===== src/include/wisc_defs.svh =====
`ifndef WISC_DEFS_SVH
`define WISC_DEFS_SVH

// machine widths, fixed by the ISA
`define WISC_DATA_W 16
`define WISC_REG_W 3
`define WISC_NUM_REGS 8
`define WISC_IMM_W 5

// the opcode sits in the top five bits of every instruction word
`define WISC_OP_MSB 15
`define WISC_OP_LSB 11
`define WISC_OP_W (`WISC_OP_MSB - `WISC_OP_LSB + 1)

`define WISC_R7 3'd7 // link register written by jal and jalr

`define OP_HALT 5'b00000
`define OP_NOP  5'b00001
`define OP_SIIC 5'b00010
`define OP_RTI  5'b00011
`define OP_J    5'b00100
`define OP_JR   5'b00101
`define OP_JAL  5'b00110
`define OP_JALR 5'b00111
`define OP_ADDI 5'b01000
`define OP_SUBI 5'b01001
`define OP_BEQZ 5'b01100
`define OP_BNEZ 5'b01101
`define OP_BLTZ 5'b01110
`define OP_BGEZ 5'b01111
`define OP_SLBI 5'b10010
`define OP_STU  5'b10011
`define OP_LBI  5'b11000
`define OP_ADD  5'b11011 // add and sub share one opcode and differ in func
`define OP_SUB  5'b11011
`define FN_ADD  2'b00
`define FN_SUB  2'b01

`endif


===== src/logic/wisc_pkg.sv =====
`include "wisc_defs.svh"

package wisc_pkg;

  // register-register layout, used by add and sub
  typedef struct packed {
    logic [`WISC_OP_W-1:0]  opcode; // bits 15:11 in every format
    logic [`WISC_REG_W-1:0] rs;
    logic [`WISC_REG_W-1:0] rt;
    logic [`WISC_REG_W-1:0] rd;
    logic [1:0]             func;   // picks add or sub under the shared opcode
  } r_form_s;

  // immediate layout; lbi, slbi and the branches read {rd, imm} as one byte
  typedef struct packed {
    logic [`WISC_OP_W-1:0]  opcode;
    logic [`WISC_REG_W-1:0] rs;
    logic [`WISC_REG_W-1:0] rd;
    logic [`WISC_IMM_W-1:0] imm;
  } i_form_s;

  typedef union packed {
    r_form_s r_form;
    i_form_s i_form;
  } instr_u;

  typedef struct packed {
    logic                    valid;
    instr_u                  instr;
    logic [`WISC_DATA_W-1:0] rs_data;
    logic [`WISC_DATA_W-1:0] rt_data;
    logic [`WISC_REG_W-1:0]  rd;        // already resolved between the two formats
    logic                    reg_write; // any register write at all
    logic                    valid_rd;  // the write goes to rd
    logic                    write_rs;  // stu, lbi and slbi write back into rs
    logic                    write_r7;  // jal and jalr write the link
    logic [`WISC_DATA_W-1:0] pc_link;   // address of the next instruction
  } dec_ex_s;

  typedef struct packed {
    logic                    valid;
    instr_u                  instr;     // downstream decodes the rs and R7 writers from it
    logic [`WISC_DATA_W-1:0] result;
    logic [`WISC_REG_W-1:0]  rd;
    logic [`WISC_REG_W-1:0]  rs;
    logic                    reg_write;
    logic                    valid_rd;
  } ex_mem_s;

  typedef struct packed {
    logic                    valid;
    logic [`WISC_REG_W-1:0]  dest;
    logic [`WISC_DATA_W-1:0] data;
  } wb_s;

endpackage


===== src/logic/branch_core_top.sv =====
`timescale 1ns/1ps
`include "wisc_defs.svh"

module branch_core_top (
  input  logic                    clk,
  input  logic                    rst_n,
  input  wisc_pkg::instr_u        instr_in,
  input  logic [`WISC_DATA_W-1:0] pc_in,         // link and branch base are pc_in + 2
  input  logic                    instr_valid,
  output logic                    branch_taken,  // high in the second cycle after issue
  output logic [`WISC_DATA_W-1:0] branch_target,
  output logic                    wb_valid,      // high in the fourth cycle after issue
  output logic [`WISC_REG_W-1:0]  wb_dest,
  output logic [`WISC_DATA_W-1:0] wb_data
);
  import wisc_pkg::*;

  dec_ex_s                 dec;
  ex_mem_s                 mem_stage;
  wb_s                     wb;
  instr_u                  instr_d;
  logic [`WISC_REG_W-1:0]  rs_d;
  logic [`WISC_DATA_W-1:0] rs_data;
  logic                    valid_d;
  logic [`WISC_DATA_W-1:0] pc_d;
  logic [`WISC_DATA_W-1:0] rs_fwd;

  decode_stage decode_stage_i (
    .clk(clk), .rst_n(rst_n), .instr_in(instr_in), .pc_in(pc_in),
    .instr_valid(instr_valid), .wb(wb), .dec(dec), .instr_d(instr_d),
    .rs_d(rs_d), .rs_data(rs_data), .valid_d(valid_d), .pc_d(pc_d)
  );

  decode_forward decode_forward_i (
    .execute_data(mem_stage.result), .data_rs(rs_data), .rs_d(rs_d),
    .mem_stage(mem_stage), .instruction_d(instr_d), .data_rs_o(rs_fwd)
  );

  branch_resolve branch_resolve_i (
    .clk(clk), .rst_n(rst_n), .instruction_d(instr_d), .valid_d(valid_d),
    .pc_d(pc_d), .rs_value(rs_fwd), .branch_taken(branch_taken),
    .branch_target(branch_target)
  );

  execute_stage execute_stage_i (.clk(clk), .rst_n(rst_n), .dec(dec), .mem_stage(mem_stage));

  writeback_stage writeback_stage_i (.clk(clk), .rst_n(rst_n), .mem_stage(mem_stage), .wb(wb));

  // the write report is the register file write port itself
  assign wb_valid = wb.valid;
  assign wb_dest  = wb.dest;
  assign wb_data  = wb.data;

endmodule


===== src/logic/branch_resolve.sv =====
`timescale 1ns/1ps
`include "wisc_defs.svh"

module branch_resolve (
  input  logic                    clk,
  input  logic                    rst_n,
  input  wisc_pkg::instr_u        instruction_d,
  input  logic                    valid_d,
  input  logic [`WISC_DATA_W-1:0] pc_d,      // pc + 2 of the decode instruction
  input  logic [`WISC_DATA_W-1:0] rs_value,  // rs after forwarding
  output logic                    branch_taken,
  output logic [`WISC_DATA_W-1:0] branch_target
);
  import wisc_pkg::*;

  logic [`WISC_OP_W-1:0]   op;
  logic [7:0]              imm8;
  logic [`WISC_DATA_W-1:0] imm8_sext;
  logic                    rs_zero;
  logic                    rs_neg;
  logic                    taken_n;
  logic [`WISC_DATA_W-1:0] target_n;

  assign op        = instruction_d.i_form.opcode;
  assign imm8      = {instruction_d.i_form.rd, instruction_d.i_form.imm}; // low byte
  assign imm8_sext = {{(`WISC_DATA_W - 8){imm8[7]}}, imm8};
  assign rs_zero   = (rs_value == '0);
  assign rs_neg    = rs_value[`WISC_DATA_W-1];

  always_comb begin
    case (op)
      `OP_BEQZ: taken_n = rs_zero;
      `OP_BNEZ: taken_n = !rs_zero;
      `OP_BLTZ: taken_n = rs_neg;
      `OP_BGEZ: taken_n = !rs_neg;
      `OP_JR,
      `OP_JALR: taken_n = 1'b1;
      default:  taken_n = 1'b0; // j and jal are not resolved here
    endcase
  end

  // register jumps add to rs, conditional branches add to pc + 2
  assign target_n = (op == `OP_JR || op == `OP_JALR) ? rs_value + imm8_sext
                                                     : pc_d + imm8_sext;

  always_ff @(posedge clk or negedge rst_n) begin
    if (!rst_n) begin
      branch_taken <= 1'b0;
    end else begin
      branch_taken <= valid_d && taken_n; // one cycle pulse per taken branch
    end
  end

  always_ff @(posedge clk) begin
    branch_target <= target_n;
  end

endmodule


===== src/logic/decode_forward.sv =====
`timescale 1ns/1ps
`include "wisc_defs.svh"

module decode_forward (
  input  logic [`WISC_DATA_W-1:0] execute_data,  // result held in the memory latch
  input  logic [`WISC_DATA_W-1:0] data_rs,       // rs as read from the register file
  input  logic [`WISC_REG_W-1:0]  rs_d,
  input  wisc_pkg::ex_mem_s       mem_stage,
  input  wisc_pkg::instr_u        instruction_d,
  output logic [`WISC_DATA_W-1:0] data_rs_o
);
  import wisc_pkg::*;

  logic [`WISC_OP_W-1:0] opcode_d;
  logic [`WISC_OP_W-1:0] opcode_m;
  logic                  mem_write_rd;
  logic                  mem_write_rs;
  logic                  mem_write_r7;
  logic                  branch;
  logic                  no_forward_rs;
  logic                  replace_rs_mem;

  assign opcode_d = instruction_d.i_form.opcode;
  assign opcode_m = mem_stage.instr.i_form.opcode;

  // the three ways the memory-latch instruction can write a register
  assign mem_write_rd = mem_stage.valid && mem_stage.valid_rd && mem_stage.reg_write;
  assign mem_write_rs = mem_stage.valid &&
                        (opcode_m == `OP_STU || opcode_m == `OP_LBI || opcode_m == `OP_SLBI);
  assign mem_write_r7 = mem_stage.valid && (opcode_m == `OP_JAL || opcode_m == `OP_JALR);

  // only the instructions resolved in decode need the early value
  assign branch = (opcode_d == `OP_BEQZ) || (opcode_d == `OP_BNEZ) ||
                  (opcode_d == `OP_BLTZ) || (opcode_d == `OP_BGEZ) ||
                  (opcode_d == `OP_JR)   || (opcode_d == `OP_JALR);

  // opcodes that never read rs as a source
  assign no_forward_rs = (opcode_d == `OP_J)    || (opcode_d == `OP_NOP)  ||
                         (opcode_d == `OP_LBI)  || (opcode_d == `OP_HALT) ||
                         (opcode_d == `OP_SIIC) || (opcode_d == `OP_RTI);

  // any write path whose target index matches rs triggers the replacement
  assign replace_rs_mem = !no_forward_rs &&
                          ((mem_write_rd && rs_d == mem_stage.rd) ||
                           (mem_write_rs && rs_d == mem_stage.rs) ||
                           (mem_write_r7 && rs_d == `WISC_R7));

  // a producer one ahead is not covered here, the program spaces it out
  assign data_rs_o = (branch && replace_rs_mem) ? execute_data : data_rs;

endmodule


===== src/logic/decode_stage.sv =====
`timescale 1ns/1ps
`include "wisc_defs.svh"

module decode_stage (
  input  logic                    clk,
  input  logic                    rst_n,
  input  wisc_pkg::instr_u        instr_in,
  input  logic [`WISC_DATA_W-1:0] pc_in,       // address of the incoming instruction
  input  logic                    instr_valid,
  input  wisc_pkg::wb_s           wb,          // register file write port
  output wisc_pkg::dec_ex_s       dec,         // registered bundle for execute
  output wisc_pkg::instr_u        instr_d,     // instruction sitting in decode
  output logic [`WISC_REG_W-1:0]  rs_d,
  output logic [`WISC_DATA_W-1:0] rs_data,     // rs read with the writeback bypass
  output logic                    valid_d,     // decode holds a real instruction
  output logic [`WISC_DATA_W-1:0] pc_d         // pc + 2 of the decode instruction
);
  import wisc_pkg::*;

  logic [`WISC_DATA_W-1:0] rf [`WISC_NUM_REGS];
  logic [`WISC_DATA_W-1:0] pc_q;
  logic [`WISC_DATA_W-1:0] rt_data;
  logic [`WISC_REG_W-1:0]  rt_d;
  logic [`WISC_OP_W-1:0]   op;
  logic                    alu_rr;
  logic                    alu_imm;
  logic                    write_rd;
  logic                    write_rs;
  logic                    write_r7;
  dec_ex_s                 dec_n;

  // decode latch, a cycle without the strobe leaves a bubble behind
  always_ff @(posedge clk or negedge rst_n) begin
    if (!rst_n) begin
      valid_d <= 1'b0;
    end else begin
      valid_d <= instr_valid;
    end
  end

  always_ff @(posedge clk) begin
    if (instr_valid) begin
      instr_d <= instr_in;
      pc_q    <= pc_in;
    end
  end

  assign pc_d = pc_q + `WISC_DATA_W'd2; // link value and branch base

  // eight registers, written on the edge that ends the writeback cycle
  always_ff @(posedge clk) begin
    if (wb.valid) begin
      rf[wb.dest] <= wb.data;
    end
  end

  assign rs_d = instr_d.r_form.rs; // rs sits in the same bits in both formats
  assign rt_d = instr_d.r_form.rt;

  // a write landing this cycle is seen right away instead of next cycle
  assign rs_data = (wb.valid && wb.dest == rs_d) ? wb.data : rf[rs_d];
  assign rt_data = (wb.valid && wb.dest == rt_d) ? wb.data : rf[rt_d];

  assign op = instr_d.r_form.opcode;

  // only the add and sub func codes are implemented under the shared opcode
  assign alu_rr   = (op == `OP_ADD && instr_d.r_form.func == `FN_ADD) ||
                    (op == `OP_SUB && instr_d.r_form.func == `FN_SUB);
  assign alu_imm  = (op == `OP_ADDI) || (op == `OP_SUBI);
  assign write_rd = valid_d && (alu_rr || alu_imm);
  assign write_rs = valid_d && (op == `OP_STU || op == `OP_LBI || op == `OP_SLBI);
  assign write_r7 = valid_d && (op == `OP_JAL || op == `OP_JALR);

  always_comb begin
    dec_n.valid     = valid_d;
    dec_n.instr     = instr_d;
    dec_n.rs_data   = rs_data;
    dec_n.rt_data   = rt_data;
    dec_n.rd        = alu_rr ? instr_d.r_form.rd : instr_d.i_form.rd; // rd moves with format
    dec_n.reg_write = write_rd || write_rs || write_r7;
    dec_n.valid_rd  = write_rd;
    dec_n.write_rs  = write_rs;
    dec_n.write_r7  = write_r7;
    dec_n.pc_link   = pc_d;
  end

  // decode-to-execute latch
  always_ff @(posedge clk or negedge rst_n) begin
    if (!rst_n) begin
      dec <= '0;
    end else begin
      dec <= dec_n;
    end
  end

endmodule


===== src/logic/execute_stage.sv =====
`timescale 1ns/1ps
`include "wisc_defs.svh"

module execute_stage (
  input  logic               clk,
  input  logic               rst_n,
  input  wisc_pkg::dec_ex_s  dec,
  output wisc_pkg::ex_mem_s  mem_stage
);
  import wisc_pkg::*;

  logic [`WISC_OP_W-1:0]   op;
  logic [`WISC_DATA_W-1:0] rs_val;
  logic [`WISC_DATA_W-1:0] rt_val;
  logic [`WISC_DATA_W-1:0] imm5_sext;
  logic [7:0]              imm8;
  logic [`WISC_DATA_W-1:0] imm8_sext;
  logic [`WISC_DATA_W-1:0] result;
  ex_mem_s                 mem_n;

  assign op     = dec.instr.i_form.opcode;
  assign rs_val = dec.rs_data;
  assign rt_val = dec.rt_data;

  assign imm5_sext = {{(`WISC_DATA_W - `WISC_IMM_W){dec.instr.i_form.imm[`WISC_IMM_W-1]}},
                      dec.instr.i_form.imm};
  assign imm8      = {dec.instr.i_form.rd, dec.instr.i_form.imm};
  assign imm8_sext = {{(`WISC_DATA_W - 8){imm8[7]}}, imm8};

  always_comb begin
    if (dec.write_r7) begin
      result = dec.pc_link; // jal and jalr store the return address
    end else if (dec.write_rs) begin
      case (op)
        `OP_LBI:  result = imm8_sext;
        `OP_SLBI: result = {rs_val[7:0], imm8}; // shift up a byte and fill the low byte
        default:  result = rs_val + imm5_sext;  // stu keeps only the updated address
      endcase
    end else if (op == `OP_ADDI) begin
      result = rs_val + imm5_sext;
    end else if (op == `OP_SUBI) begin
      result = imm5_sext - rs_val; // the ISA subtracts rs from the immediate
    end else if (dec.instr.r_form.func == `FN_SUB) begin
      result = rt_val - rs_val;    // sub takes rs away from rt as well
    end else begin
      result = rs_val + rt_val;
    end
  end

  // destination and write flags travel along with the result
  always_comb begin
    mem_n.valid     = dec.valid;
    mem_n.instr     = dec.instr;
    mem_n.result    = result;
    mem_n.rd        = dec.rd;
    mem_n.rs        = dec.instr.i_form.rs;
    mem_n.reg_write = dec.reg_write;
    mem_n.valid_rd  = dec.valid_rd;
  end

  // execute-to-memory latch, which the forwarding block reads back
  always_ff @(posedge clk or negedge rst_n) begin
    if (!rst_n) begin
      mem_stage <= '0;
    end else begin
      mem_stage <= mem_n;
    end
  end

endmodule


===== src/logic/writeback_stage.sv =====
`timescale 1ns/1ps
`include "wisc_defs.svh"

module writeback_stage (
  input  logic               clk,
  input  logic               rst_n,
  input  wisc_pkg::ex_mem_s  mem_stage,
  output wisc_pkg::wb_s      wb
);
  import wisc_pkg::*;

  logic [`WISC_OP_W-1:0]  op;
  logic [`WISC_REG_W-1:0] dest;
  wb_s                    wb_n;

  assign op = mem_stage.instr.i_form.opcode;

  // the target register comes from the opcode and not from one fixed field
  always_comb begin
    if (op == `OP_JAL || op == `OP_JALR) begin
      dest = `WISC_R7;
    end else if (op == `OP_LBI || op == `OP_SLBI || op == `OP_STU) begin
      dest = mem_stage.rs;
    end else begin
      dest = mem_stage.rd;
    end
  end

  assign wb_n.valid = mem_stage.valid && mem_stage.reg_write; // bubbles and non-writers drop out
  assign wb_n.dest  = dest;
  assign wb_n.data  = mem_stage.result;

  always_ff @(posedge clk or negedge rst_n) begin
    if (!rst_n) begin
      wb <= '0;
    end else begin
      wb <= wb_n;
    end
  end

endmodule

===== config.mk =====
export PLATFORM = sky130hd
export DESIGN_NAME = branch_core_top
export DESIGN_NICKNAME = d
export VERILOG_FILES = /design/src/logic/wisc_pkg.sv /design/src/logic/branch_core_top.sv /design/src/logic/branch_resolve.sv /design/src/logic/decode_forward.sv /design/src/logic/decode_stage.sv /design/src/logic/execute_stage.sv /design/src/logic/writeback_stage.sv
export VERILOG_INCLUDE_DIRS = /design/src /design/src/include
export SDC_FILE = /design/constraint.sdc
export NUM_CORES = 1
export LEC_CHECK = 0
export ABC_CLOCK_PERIOD_IN_PS = 5900
export BUFFER_PORTS_ARGS = -buffer_cell sky130_fd_sc_hd__buf_2
export CAP_MARGIN = 20
export CORE_ASPECT_RATIO = 0.7
export CORE_UTILIZATION = 47
export DETAILED_ROUTE_END_ITERATION = 8
export HOLD_SLACK_MARGIN = 0.1
export PLACE_DENSITY_LB_ADDON = 0.1
export SETUP_SLACK_MARGIN = 0.1
export SYNTH_ARGS = -nofsm -noshare
export SYNTH_HDL_FRONTEND = slang
export SYNTH_SLANG_ARGS = --single-unit

===== constraint.sdc =====
create_clock -name clk -period 5.9 [get_ports clk]
set_input_delay 0.885 -clock clk [delete_from_list [all_inputs] [get_ports clk]]
set_output_delay 0.885 -clock clk [all_outputs]
set_load 0.005 [all_outputs]

==> flow_summary.yaml <==
run_status:
  outcome: "finished, final reports clean"
setup_path:
  cp.required_ps: 6410
  end_kind: "register"
  reg2reg_from: "execute_stage_i.mem_stage[36]"
  critPathKind: "reg -> reg"
  setup.worst_path.start_class: "register"
  startpoint: "execute_stage_i.mem_stage[36]"
  cp_max_fo: 20
  arrival_ps: 5040
logic_synthesis:
  synth.avg_cell_area_um2: 12.6
  ys_types: 65
  synthAdderAreaFrac: 0.0564
  synth_top_area_share: 0.312
  syn_area_mm2: 0.0154
  synthMuxAreaShare: 0.139
  yosysSeqAreaShare: 0.538
  syn_inst: 1222
  ys_top_cells_by_area: "edfxtp_1 (31%), dfrtp_1 (20%), mux4_2 (8.6%)"
  ys.flop_type: "edfxtp_1"
  synth_warnings: 0
  synth_top_family_by_area: "multiplexers"
  yosys-top-cells-count: "edfxtp_1 (160), dfrtp_1 (124), nor2_1 (114)"
  synth-simple-area-share: 0.0910
  synth_most_common_cell: "edfxtp_1"
  synthXorXnorAreaFrac: 0.0535
  synth_nets: 1324
  synthArstFlopShare: 0.409
  synth-seq-cells: 303
  synth_edf_count: 160
  synth_area_leader_cell: "edfxtp_1"
  synth_compound_area_frac: 0.0941
cells_and_area:
  final_layout_size_suffix_gt1_frac: 0.173
  diodes: 0
  finalNonFillerCells: 1749
  nets: 1399
  area_growth_pct: 12.1
sta:
  fin_crit_ps: 4530
  rsz0062_at_grt: "false"
  fmax_mhz: 221
  finalHoldViolCount: 0
  worst_slew_pin_slew_ps: 1080
  finalClockSkew_ps: 22.5
  finalSetupViolCount: 0
  fin_ws_ps: 1370
  setup-tns-final_ps: 0
  slew_headroom: 0.279
  slew_violations: 0
  finalCritPeriodShare: 0.768
floorplanning:
  fp.dieH_um: 153
  start_util: 0.477
  ios: 72
  fp-row-count: 55
  coreArea_mm2: 0.0323
  die_w_um: 218
  dieArea_mm2: 0.0335
clocking:
  cts.sinks: 303
  ctsResizeCount: 0
  root_buffer: "clkbuf_16"
  ctsHoldBuffers: 0
  numCtsBuffers: 31
  post_cts_buffers: 0
  cts_tree: "built"
  h-tree-depth: 1
  insertion_delay_ps: 580
  clk_path_buf_depth: 3
  clk_pin_slew_ps: 60
power_and_ir_drop:
  p_leak_nw: 6.83
  ir_drop_mv: 0.248
  power.total_mw: 6.51
  power.density_mw_per_mm2: 377
route:
  num_vias: 10328
  vias_per_cell: 5.91
  dr.pass1.iters: 5
  drc: 0
  routed_wl_um: 41700
  wire_per_inst_um: 23.9
  drt-initial-drc-count: 1060
  ant_nets: 0
grt:
  grt_pass1_wl_um: 62800
  antenna_found_initial: 0
  grt_pass1_vias: 10011
  grt_use_total: 0.255
  overflow: 0
  grt_max_degree: 83
  grt-busiest-layer: "met1"
  grt_use_met3: 0.0503
  grt_util_met2: 0.344
  met1_usage: 0.422
place:
  gp_congestion: 0.954
  placed_cells: 1690
  port-buffer-count: 71
  detailedPlace.worstSlack_ps: 1330
  dp_hpwl_um: 29700
worst_hold_path:
  hp-class: "in -> async"
job:
  maxCapViolations: 0
per-stage QoR:
stage | utilization | area (um^2) | hold WS, ps
3_5_place_dp | 0.503 | 16200 | 336
5_1_grt | 0.535 | 17300 | 178
2_1_floorplan | - | 15400 | 331
6_report | 0.535 | 17300 | 169
3_3_place_gp | 0.503 | 16200 | 333
4_1_cts | 0.534 | 17200 | 351
final timing paths:
path / end / depth (start not counted) / slack, ps
worst max-delay path: branch_resolve_i.branch_target[14] / 18 / 1370
worst min register to register: execute_stage_i.mem_stage[5] / 0 / 350
min in group clk: execute_stage_i.mem_stage[5] / 0 / 350
worst max register to register: branch_resolve_i.branch_target[14] / 18 / 1370
max in group asynchronous: decode_stage_i.dec[35] / 3 / 4510
worst min-delay path: decode_stage_i.dec[16] / 1 / 170
state kept, by name, summed over array words and instances (netlist names), named ones only:
name                            count
branch_resolve_i.branch_taken       1
decode_stage_i.pc_q                16
decode_stage_i.rf                 128
execute_stage_i.mem_stage          30
writeback_stage_i.wb               20
decode_stage_i.dec                 72
branch_resolve_i.branch_target     16
decode_stage_i.instr_d             16
decode_stage_i.valid_d              1
metal layers:
layer	share of wire	vias to the layer above	routed length, um
li1	-	4729	-
met3	0.080	40	3360
met5	0	-	0
met4	0.014	0	573
met1	0.50	5186	20700
met2	0.41	373	17100
cells by family (layout without fill, tap and decap cells):
family          count (synthesis)  after routing
compound gates                235            235
xor+xnor                       94             94
fa+ha+maj                      67             67
mux                           130            130
simple gates                  291            291
flops                         303            303
buf+inv                       102            202
power breakdown:
group          switching, mW  leakage (nW)  internal (mW)  total [mW]
clock                  0.825         0.492           1.08        1.91
sequential             0.376          3.08           2.62        2.99
combinational          0.946          3.26          0.669        1.61
total                   2.15          6.83           4.36        6.51
cell usage in the layout (no fill, tap or decap), types with 11 or more instances in the layout:
master and count:
edfxtp_1 160, dfrtp_1 124, nor2_1 114, a21oi_1 105
buf_2 70, xnor2_1 68, ha_1 63, mux4_2 59
mux2i_1 56, inv_1 48, nand2_1 47, o21ai_0 37
clkbuf_16 31, nor3_1 27, xor2_1 26, buf_4 25
dfxtp_1 18, nand3_1 17, nand2b_1 13, a31oi_1 12
a211oi_1 12, nor2b_1 11, o31ai_1 11
critical path, stage by stage (launching register included):
cell and delay, ps:
dfrtp_1 400, nor3b_1 230, o21ai_2 160, nor4_1 530, o311ai_4 110, buf_4 260
mux2i_1 210, a21oi_1 90, ha_1 270, fa_1 440, a21o_1 180, a21oi_1 210
nor2b_1 80, o21a_1 210, o311a_1 330, nor3_1 290, o31ai_1 120, a21oi_1 180
xnor2_1 120
cell type report:
| class | count | area (um^2) |
|---|---|---|
| timing repair buffer | 96 | 566 |
| inverter | 48 | 180 |
| multi-input combinational | 817 | 6700 |
| sequential | 303 | 8290 |
| clock inverter | 7 | 57.6 |
| clock buffer | 51 | 932 |
| fill | 2690 | 15000 |
| tap | 427 | 534 |
Power figures use the tool's default switching activity.
